$ cat src/mt_fetch_pkg.sv
// ========================================
// Threading parameters
// ========================================

package mt_fetch_pkg;

    localparam int NUM_HARTS = 2;                  // Hardware threads sharing the front end
    localparam int HART_ID_W = 1;                  // Bits needed to name one hart

    // Identifies the hart that owns a request, response or output
    typedef logic [HART_ID_W-1:0] hart_id_t;

    // Addresses and instruction words share one width on RV32
    typedef logic [31:0] word_t;

    // Hart 0 starts here, each further hart sits one stride higher
    localparam word_t RESET_PC       = 32'h8000_0000;
    localparam word_t HART_PC_STRIDE = 32'd12;     // Byte offset between reset PCs

    // ========================================
    // Flow control
    // ========================================

    // Requests the instruction memory can accept before it must return a credit
    localparam int IMEM_CREDITS = 2;

    // Buffer slots on the execute side, one per fetched instruction held there
    localparam int EXEC_CREDITS = 2;

    // Wide enough for the larger of the two credit pools
    localparam int CREDIT_W = 2;

endpackage

$ cat src/rv32_isa_pkg.sv
package rv32_isa_pkg;

    // ========================================
    // Major opcodes
    // ========================================

    // Bits [6:0] of every 32-bit RV32 instruction
    typedef enum logic [6:0] {
        OP_LUI    = 7'b0110111,
        OP_AUIPC  = 7'b0010111,
        OP_JAL    = 7'b1101111,                    // Only this one changes the fetch path here
        OP_JALR   = 7'b1100111,                    // Target needs a register, left to execute
        OP_BRANCH = 7'b1100011,                    // Predicted not taken
        OP_LOAD   = 7'b0000011,
        OP_STORE  = 7'b0100011,
        OP_OPIMM  = 7'b0010011,
        OP_OP     = 7'b0110011,
        OP_SYSTEM = 7'b1110011
    } opcode_t;

    // ========================================
    // Field positions
    // ========================================

    localparam int OPCODE_LSB = 0;
    localparam int OPCODE_MSB = 6;

    // The J-type immediate is scattered across the upper 20 bits
    localparam int JIMM_SIGN_POS   = 31;           // imm[20], also the sign bit
    localparam int JIMM_10_1_MSB   = 30;           // imm[10:1] upper end
    localparam int JIMM_10_1_LSB   = 21;
    localparam int JIMM_11_POS     = 20;           // imm[11]
    localparam int JIMM_19_12_MSB  = 19;           // imm[19:12] upper end
    localparam int JIMM_19_12_LSB  = 12;

endpackage

$ cat src/credit_counter.sv
`timescale 1ns/100ps

// Tracks the credits left on one link. A credit is spent when a request issues
// and comes back either from the far side or from a local release
module credit_counter import mt_fetch_pkg::*; #(
    parameter int MAX_CREDITS = IMEM_CREDITS       // Credits owned at reset
) (
    input  logic CLK,
    input  logic nRST,
    input  logic take,                             // One credit consumed this cycle
    input  logic give,                             // One credit returned by the far side
    input  logic release_res,                      // One reservation handed back locally
    output logic available
);

    logic [CREDIT_W-1:0] count;                    // Credits currently held
    logic [CREDIT_W-1:0] count_next;

    // All three events may land in one cycle
    // Modular sums are fine since the final count always stays in range
    always_comb begin
        count_next = count;
        if (give) begin
            count_next = count_next + CREDIT_W'(1);
        end
        if (release_res) begin
            count_next = count_next + CREDIT_W'(1);
        end
        if (take) begin
            count_next = count_next - CREDIT_W'(1);
        end
    end

    always_ff @(posedge CLK, negedge nRST) begin
        if (!nRST) begin
            count <= CREDIT_W'(MAX_CREDITS);       // Full pool after reset
        end else begin
            count <= count_next;
        end
    end

    // A request may issue only while at least one credit is held
    assign available = (count != '0);

endmodule

$ cat src/fetch_predecode.sv
`timescale 1ns/100ps

// Next-PC guess from the instruction word alone. A JAL target needs only the
// PC and the immediate, so it is followed right away. Everything else falls
// through, and execute redirects if that was wrong
module fetch_predecode
    import mt_fetch_pkg::*;
    import rv32_isa_pkg::*;
(
    input  word_t instr,                           // Instruction returned by memory
    input  word_t pc,                              // Address it was fetched from
    output word_t npc
);

    opcode_t op;
    word_t   j_imm;                                // Sign-extended byte offset

    logic       imm_sign;
    logic [7:0] imm_19_12;
    logic       imm_11;
    logic [9:0] imm_10_1;

    assign op = opcode_t'(instr[OPCODE_MSB:OPCODE_LSB]);

    // ========================================
    // J-immediate reassembly
    // ========================================

    assign imm_sign  = instr[JIMM_SIGN_POS];
    assign imm_19_12 = instr[JIMM_19_12_MSB:JIMM_19_12_LSB];
    assign imm_11    = instr[JIMM_11_POS];
    assign imm_10_1  = instr[JIMM_10_1_MSB:JIMM_10_1_LSB];

    // Bit 0 is always zero, targets are at least halfword aligned
    assign j_imm = {{11{imm_sign}}, imm_sign, imm_19_12, imm_11, imm_10_1, 1'b0};

    // ========================================
    // Next PC
    // ========================================

    always_comb begin
        case (op)
            OP_JAL: begin
                npc = pc + j_imm;                  // Unconditional, always taken
            end
            default: begin
                // Branches predicted not taken, JALR left to execute
                npc = pc + 32'd4;
            end
        endcase
    end

endmodule

$ cat src/fetch_stage_top.sv
`timescale 1ns/100ps

// Fetch front end for two interleaved harts. A request leaves only when a
// hart is idle and both the memory and execute links have credit. The
// response is predecoded, the hart's PC advances, and the instruction goes
// out to execute one cycle later unless a redirect squashed it
module fetch_stage_top import mt_fetch_pkg::*; (
    input  logic     CLK,
    input  logic     nRST,
    // Instruction memory
    output logic     imem_req,
    output word_t    imem_addr,
    output hart_id_t imem_req_hart,
    input  logic     imem_rsp,
    input  word_t    imem_rsp_data,
    input  hart_id_t imem_rsp_hart,
    input  logic     imem_credit,                  // Returned with every response
    // Execute
    output logic     fetch_valid,
    output word_t    fetch_pc,
    output word_t    fetch_instr,
    output hart_id_t fetch_hart,
    input  logic     exec_credit,                  // Execute freed one buffer slot
    input  logic     redirect,
    input  hart_id_t redirect_hart,
    input  word_t    redirect_pc
);

    logic                  issue;
    hart_id_t              issue_hart;
    logic                  issue_ok;
    logic                  imem_avail;
    logic                  exec_avail;
    logic [NUM_HARTS-1:0]  hart_idle;
    word_t [NUM_HARTS-1:0] pc;
    word_t                 rsp_pc;                 // PC of the hart whose response is back
    word_t                 npc;
    logic                  rsp_squashed;

    // ========================================
    // Issue side
    // ========================================

    // Execute slot is reserved up front so an output never waits for space
    assign issue_ok = imem_avail && exec_avail;

    hart_selector selector (
        .CLK        (CLK),
        .nRST       (nRST),
        .hart_idle  (hart_idle),
        .issue_ok   (issue_ok),
        .issue      (issue),
        .issue_hart (issue_hart)
    );

    assign imem_req      = issue;
    assign imem_addr     = pc[issue_hart];
    assign imem_req_hart = issue_hart;

    credit_counter #(.MAX_CREDITS(IMEM_CREDITS)) imem_credits (
        .CLK         (CLK),
        .nRST        (nRST),
        .take        (issue),
        .give        (imem_credit),
        .release_res (1'b0),                       // Memory always returns its own credits
        .available   (imem_avail)
    );

    // A squashed response gives its reserved slot straight back
    credit_counter #(.MAX_CREDITS(EXEC_CREDITS)) exec_credits (
        .CLK         (CLK),
        .nRST        (nRST),
        .take        (issue),
        .give        (exec_credit),
        .release_res (imem_rsp && rsp_squashed),
        .available   (exec_avail)
    );

    // ========================================
    // Response side
    // ========================================

    // PC still holds the fetch address, it moves only at the response edge
    assign rsp_pc = pc[imem_rsp_hart];

    fetch_predecode predecode (
        .instr (imem_rsp_data),
        .pc    (rsp_pc),
        .npc   (npc)
    );

    program_counter pc_unit (
        .CLK           (CLK),
        .nRST          (nRST),
        .issue         (issue),
        .issue_hart    (issue_hart),
        .rsp           (imem_rsp),
        .rsp_hart      (imem_rsp_hart),
        .npc           (npc),
        .redirect      (redirect),
        .redirect_hart (redirect_hart),
        .redirect_pc   (redirect_pc),
        .pc            (pc),
        .hart_idle     (hart_idle),
        .rsp_squashed  (rsp_squashed)
    );

    always_ff @(posedge CLK, negedge nRST) begin
        if (!nRST) begin
            fetch_valid <= 1'b0;
        end else begin
            fetch_valid <= imem_rsp && !rsp_squashed;  // Wrong-path fetches never show
        end
    end

    // Output fields only mean something while fetch_valid is high
    always_ff @(posedge CLK) begin
        if (imem_rsp) begin
            fetch_pc    <= rsp_pc;
            fetch_instr <= imem_rsp_data;
            fetch_hart  <= imem_rsp_hart;
        end
    end

endmodule

$ cat src/hart_selector.sv
`timescale 1ns/100ps

// Round-robin pick of the next hart to fetch. Only harts with no fetch in
// flight compete, and a grant happens only when both links have credit
module hart_selector import mt_fetch_pkg::*; (
    input  logic                 CLK,
    input  logic                 nRST,
    input  logic [NUM_HARTS-1:0] hart_idle,        // One bit per hart, high when nothing in flight
    input  logic                 issue_ok,         // Both credit pools can take a request
    output logic                 issue,
    output hart_id_t             issue_hart
);

    hart_id_t last_hart;                           // Most recently granted hart
    hart_id_t cand;                                // Hart examined in the current loop step
    hart_id_t pick;
    logic     found;

    // ========================================
    // Search order starts just after the last grant
    // ========================================

    always_comb begin
        found = 1'b0;
        pick  = last_hart;
        cand  = last_hart;
        for (int k = 1; k <= NUM_HARTS; k++) begin
            cand = hart_id_t'((int'(last_hart) + k) % NUM_HARTS);
            if (!found && hart_idle[cand]) begin
                found = 1'b1;                      // First idle hart in rotation wins
                pick  = cand;
            end
        end
    end

    // Nothing is granted while reset is held
    assign issue      = nRST && found && issue_ok;
    assign issue_hart = pick;

    // ========================================
    // Pointer update
    // ========================================

    // The pointer only moves on a real grant, so a stalled cycle does not
    // rob a hart of its turn
    always_ff @(posedge CLK, negedge nRST) begin
        if (!nRST) begin
            last_hart <= hart_id_t'(NUM_HARTS - 1);    // Hart 0 gets the first grant
        end else if (issue) begin
            last_hart <= pick;
        end
    end

endmodule

$ cat src/program_counter.sv
`timescale 1ns/100ps

// Per-hart fetch state. Each hart owns a PC, a flag for its one fetch in
// flight, and a flag that marks that fetch as wrong path after a redirect
module program_counter import mt_fetch_pkg::*; (
    input  logic                 CLK,
    input  logic                 nRST,
    input  logic                 issue,            // Request sent this cycle
    input  hart_id_t             issue_hart,
    input  logic                 rsp,              // Memory response this cycle
    input  hart_id_t             rsp_hart,
    input  word_t                npc,              // Predicted next PC for the responding hart
    input  logic                 redirect,         // Execute corrects a hart's path
    input  hart_id_t             redirect_hart,
    input  word_t                redirect_pc,
    output word_t [NUM_HARTS-1:0] pc,
    output logic [NUM_HARTS-1:0] hart_idle,
    output logic                 rsp_squashed      // Current response must not reach execute
);

    logic [NUM_HARTS-1:0] outstanding;             // A fetch is in flight for this hart
    logic [NUM_HARTS-1:0] squashed;                // That fetch belongs to an old path

    // ========================================
    // Response filtering
    // ========================================

    // A redirect in the same cycle as the response also kills it, since that
    // fetch was still in flight when execute changed the path
    assign rsp_squashed = rsp &&
                          (squashed[rsp_hart] || (redirect && (redirect_hart == rsp_hart)));

    assign hart_idle = ~outstanding;               // Idle harts may be picked for issue

    // ========================================
    // Per-hart state
    // ========================================

    for (genvar h = 0; h < NUM_HARTS; h++) begin : g_hart
        logic issue_here;
        logic rsp_here;
        logic redir_here;

        assign issue_here = issue && (issue_hart == hart_id_t'(h));
        assign rsp_here   = rsp && (rsp_hart == hart_id_t'(h));
        assign redir_here = redirect && (redirect_hart == hart_id_t'(h));

        always_ff @(posedge CLK, negedge nRST) begin
            if (!nRST) begin
                pc[h]          <= RESET_PC + word_t'(h) * HART_PC_STRIDE;
                outstanding[h] <= 1'b0;
                squashed[h]    <= 1'b0;
            end else begin
                // Redirect has priority over the predicted PC
                if (redir_here) begin
                    pc[h] <= redirect_pc;
                end else if (rsp_here && !squashed[h]) begin
                    pc[h] <= npc;                  // Advance along the predicted path
                end

                // Issue and response never hit the same hart in one cycle
                if (issue_here) begin
                    outstanding[h] <= 1'b1;
                end else if (rsp_here) begin
                    outstanding[h] <= 1'b0;
                end

                // A fetch issued in the redirect cycle used the old PC, so it
                // is marked wrong path too
                if (rsp_here) begin
                    squashed[h] <= 1'b0;           // Response consumed, flag no longer needed
                end else if (redir_here && (outstanding[h] || issue_here)) begin
                    squashed[h] <= 1'b1;
                end
            end
        end
    end

endmodule

$ cat config.mk
export PLATFORM = sky130hd
export DESIGN_NAME = fetch_stage_top
export DESIGN_NICKNAME = d
export VERILOG_FILES = /design/src/mt_fetch_pkg.sv /design/src/rv32_isa_pkg.sv /design/src/credit_counter.sv /design/src/fetch_predecode.sv /design/src/fetch_stage_top.sv /design/src/hart_selector.sv /design/src/program_counter.sv
export SDC_FILE = /design/constraint.sdc
export NUM_CORES = 1
export LEC_CHECK = 0
export BUFFER_PORTS_ARGS = -buffer_cell sky130_fd_sc_hd__buf_2
export CELL_PAD_IN_SITES_DETAIL_PLACEMENT = 1
export CELL_PAD_IN_SITES_GLOBAL_PLACEMENT = 1
export CORE_MARGIN = 2
export CORE_UTILIZATION = 40
export CTS_BUF_LIST = sky130_fd_sc_hd__clkbuf_8
export DETAILED_ROUTE_END_ITERATION = 16
export GPL_TIMING_DRIVEN = 0
export HOLD_SLACK_MARGIN = 0.05
export PLACE_DENSITY_LB_ADDON = 0.1
export SLEW_MARGIN = 20
export SYNTH_ARGS = -nofsm -noshare
export SYNTH_HDL_FRONTEND = slang
export SYNTH_SLANG_ARGS = --single-unit
$ cat constraint.sdc
create_clock -name CLK -period 2.8 [get_ports CLK]
set_clock_uncertainty 0.1 [all_clocks]
set_input_delay 0.28 -clock CLK [delete_from_list [all_inputs] [get_ports CLK]]
set_output_delay 0.28 -clock CLK [all_outputs]
set_load 0.01 [all_outputs]
==> results.yml <==
timing:
  timing_hold_violations_final: 0
  maxSlewViolCount: 0
  fin_crit_sh_pct: 119.9
  worst_slew_margin_rel_pct: 42.73
  setup_viol: 46
  fin_ws_ns: -0.5585
  fmax_mhz: 297.8
  period_needed_ns: 3.358
  rsz0062_at_grt: "yes"
  worst_pin_slew_ns: 0.8591
  tns_ns: -14.04
clocking:
  cts_tree: "done"
  path_clk_slew_ns: 0.08
  clockBufferDepth: 2
  clock-sinks: 139
  worstSkewPairLatency_ns: 0.47
  cts-htree-levels: 4
  cts_buffers: 17
  cts-root-buf: "clkbuf_8"
logic_synthesis:
  synth_cell_types: 74
  ys.flop_type: "dfrtp_1"
  async_flop_share_pct: 53.24
  syn_inst: 931
  synth_common_cells: "nand2_1 (95), o21ai_0 (84), nor2_1 (76)"
  synthTopCellsByArea: "edfxtp_1 (22%), dfrtp_1 (19%), mux2_2 (6.4%), o21ai_0 (4.7%), ha_1 (4.6%)"
  syn-cell-area_sq_mm: 0.008911
  synth_top_area_share_pct: 21.90
  synth_nets: 1037
  yosysMostFrequentCell: "nand2_1"
  synth.ff_latch_count: 139
  synth_edf_count: 65
  yosysWarnings: 0
  synth-seq-area-share_pct: 42.78
  synth_area_leader_cell: "edfxtp_1"
  syn_area_per_cell_sq_um: 9.571
detailed_routing:
  wl_per_cell_um: 22.88
  viasPerCell: 5.777
  vias: 8885
  drc: 0
  first_pass_iters: 5
  dr.first_iter.drc_count: 593
  antenna_left: 0
  wirelength_um: 35180
setup_path:
  worstReg2RegStart: "pc_unit.pc[33]"
  slowest_stage: "a311oi_4"
  cp.arrival_ns: 3.65
  reg2reg_depth: 13
  crit_path_frequent_cell: "buf_12"
  required_ns: 3.09
  cp_num_buf_inv: 6
  start_kind: "input port"
  crit_chain: "buf_8, buf_12, buf_12, buf_12, clkbuf_16, mux2_4, ha_4, inv_2, fa_2, nor2b_4, o31ai_4, a21boi_4, a311oi_4, o2111ai_2, and2_4, o2111ai_4, mux2i_2, nand3_1"
  critPathTopFamily: "compound AO/OA/AOI/OAI gates"
  rrSetupSlack_ns: -0.49
  cp-end-kind: "register"
  slowest_delay_ns: 0.43
  worstSetupPathType: "in2reg"
  r2r-end: "pc_unit.pc[63]"
  critPathMaxFanout: 6
pwr:
  p_comb_share_pct: 54.1
  power.share.clock_pct: 17.5
  power_mw: 10.48
  switchingPower_mw: 4.368
  powerDensity_mw_per_mm2: 808.1
  total_leakage_power_nw: 5.399
  p_int_mw: 6.111
  power.share.sequential_pct: 28.5
  swShare_pct: 41.68
  ir_drop_mv: 0.4036
run_status:
  violations: "negative setup slack"
  status: "complete, but fails checks"
global_route:
  grt_max_degree: 61
  first_global_vias: 8990
  gr-total-overflow: 0
  antenna_found_initial: 0
  grt.total_usage_pct: 28.10
  grt_pass1_wl_um: 51290
layout:
  nNetsFinal: 1351
  seq_area_sq_mm: 0.003814
  diodes: 0
  syn_to_final_growth_pct: 45.52
  multi_input_area_sq_mm: 0.005887
  drive_gt1_share_pct: 39.90
  fillCellCount: 2461
  final_core_util_pct: 59.42
floorplanning:
  core-area_sq_mm: 0.02182
  start_util_pct: 40.83
  rows: 54
  dieArea_sq_mm: 0.02349
  die_h_um: 153.3
  pin_count: 172
  dieWidth_um: 153.3
place:
  portBuffers: 171
  post-place-ws_ns: -1.708
  dpl.hpwl_um: 23280
  gp_congestion: 0.8867
min_path:
  hp-class: "in2reg"
  holdPathStages: 3
  hold_start: "redirect_pc[23]"
  hold_end: "pc_unit.pc[23]"
run:
  maxCapViolCount: 0
kinds of logic after synthesis:
logic type | synth area share [%]
compound gates | 17.55
xor+xnor | 5.013
mux | 10.08
flops | 42.78
buf+inv | 3.651
simple gates | 16.06
fa+ha+maj | 4.858
stage by stage:
stage / hold slack [ns] / instance area, sq um / cells
floorplan: -0.1156 / 9149 / 931
global placement: 0.3565 / 10350 / 1382
detailed placement: 0.1443 / 10420 / 1384
CTS: 0.05221 / 12180 / 1507
global route: 0.04695 / 12970 / 1538
finish: 0.06156 / 12970 / 1538
worst register-to-register path: stages (launching register included):
cell	delay, ns
dfrtp_1	0.41
mux2_4	0.29
ha_4	0.18
inv_2	0.05
fa_2	0.23
nor2b_4	0.06
o31ai_4	0.27
a21boi_4	0.13
a311oi_4	0.43
o2111ai_2	0.19
and2_4	0.20
o2111ai_4	0.29
mux2i_2	0.28
nand3_1	0.10
timing repair:
action	4_1_cts	5_1_grt
gates cloned	0	1
setup endpoints to repair	81	52
pin swaps	60	65
setup buffers	35	35
hold endpoints to repair	157	0
hold buffers	63	0
resized for setup	112	114
routing by layer:
layer | share of wire (%) | global-route usage (%)
met1 | 44 | 38.55
met2 | 48 | 46.49
met3 | 5.8 | 4.054
met4 | 1.8 | 7.848
met5 | 0 | 0
sequential cells by signal (all words and copies together), names as in the netlist:
| name | count |
|---|---|
| exec_credits.count | 2 |
| fetch_pc | 32 |
| pc_unit.outstanding | 2 |
| pc_unit.pc | 64 |
| fetch_hart | 1 |
| imem_credits.count | 2 |
| pc_unit.squashed | 2 |
| fetch_valid | 1 |
| fetch_instr | 32 |
| selector.last_hart | 1 |
layout by cell type, fill, tap and decap left out, types with 10 or more instances in the layout:
cell / count
buf_2: 168
mux2_2: 44
a21oi_2: 18
nor3_1: 15
xor2_1: 10
edfxtp_1: 65
clkbuf_8: 20
nor2_1: 71
a21oi_1: 48
buf_4: 57
or3_1: 19
o21ai_2: 11
a21o_1: 19
inv_1: 17
nand2_1: 91
clkbuf_1: 30
o21ai_0: 45
nand3_1: 23
o21ai_1: 32
ha_4: 22
and3_1: 15
mux2i_1: 19
dlygate4sd3_1: 63
dfrtp_1: 66
xnor2_1: 30
worst max-delay path by stage:
stage                       start        endpoint  slack [ns]  depth (start not counted)
finish              imem_rsp_hart  pc_unit.pc[63]       -0.56                         18
global route        imem_rsp_hart  pc_unit.pc[31]       -0.64                         18
CTS                 imem_rsp_hart  pc_unit.pc[31]       -0.45                         18
detailed placement  imem_rsp_hart  pc_unit.pc[31]       -1.71                         18
global placement    imem_rsp_hart  pc_unit.pc[31]       -1.66                         18
floorplan           imem_rsp_hart  pc_unit.pc[19]       -0.60                         17
final cells by class:
cell class	instances	share of cell area, %
multi-input cells	718	45.40
flip-flops and latches	139	29.41
repair buffers	302	16.51
well taps	280	2.702
clock buffers	20	2.123
plain buffers	43	2.026
clock inverters	12	1.139
inverters	24	0.6947
power groups by stage:
stage          combinational [mW]  clock, mW  sequential, mW
5_1_grt                      6.04       1.91            3.03
3_3_place_gp                 4.19          0            2.95
6_report                     5.66       1.83            2.98
3_5_place_dp                 4.28          0            2.98
4_1_cts                      4.87       1.84            2.96
2_1_floorplan                2.85          0            2.94
Note: power is estimated with default switching activity, not from simulation.
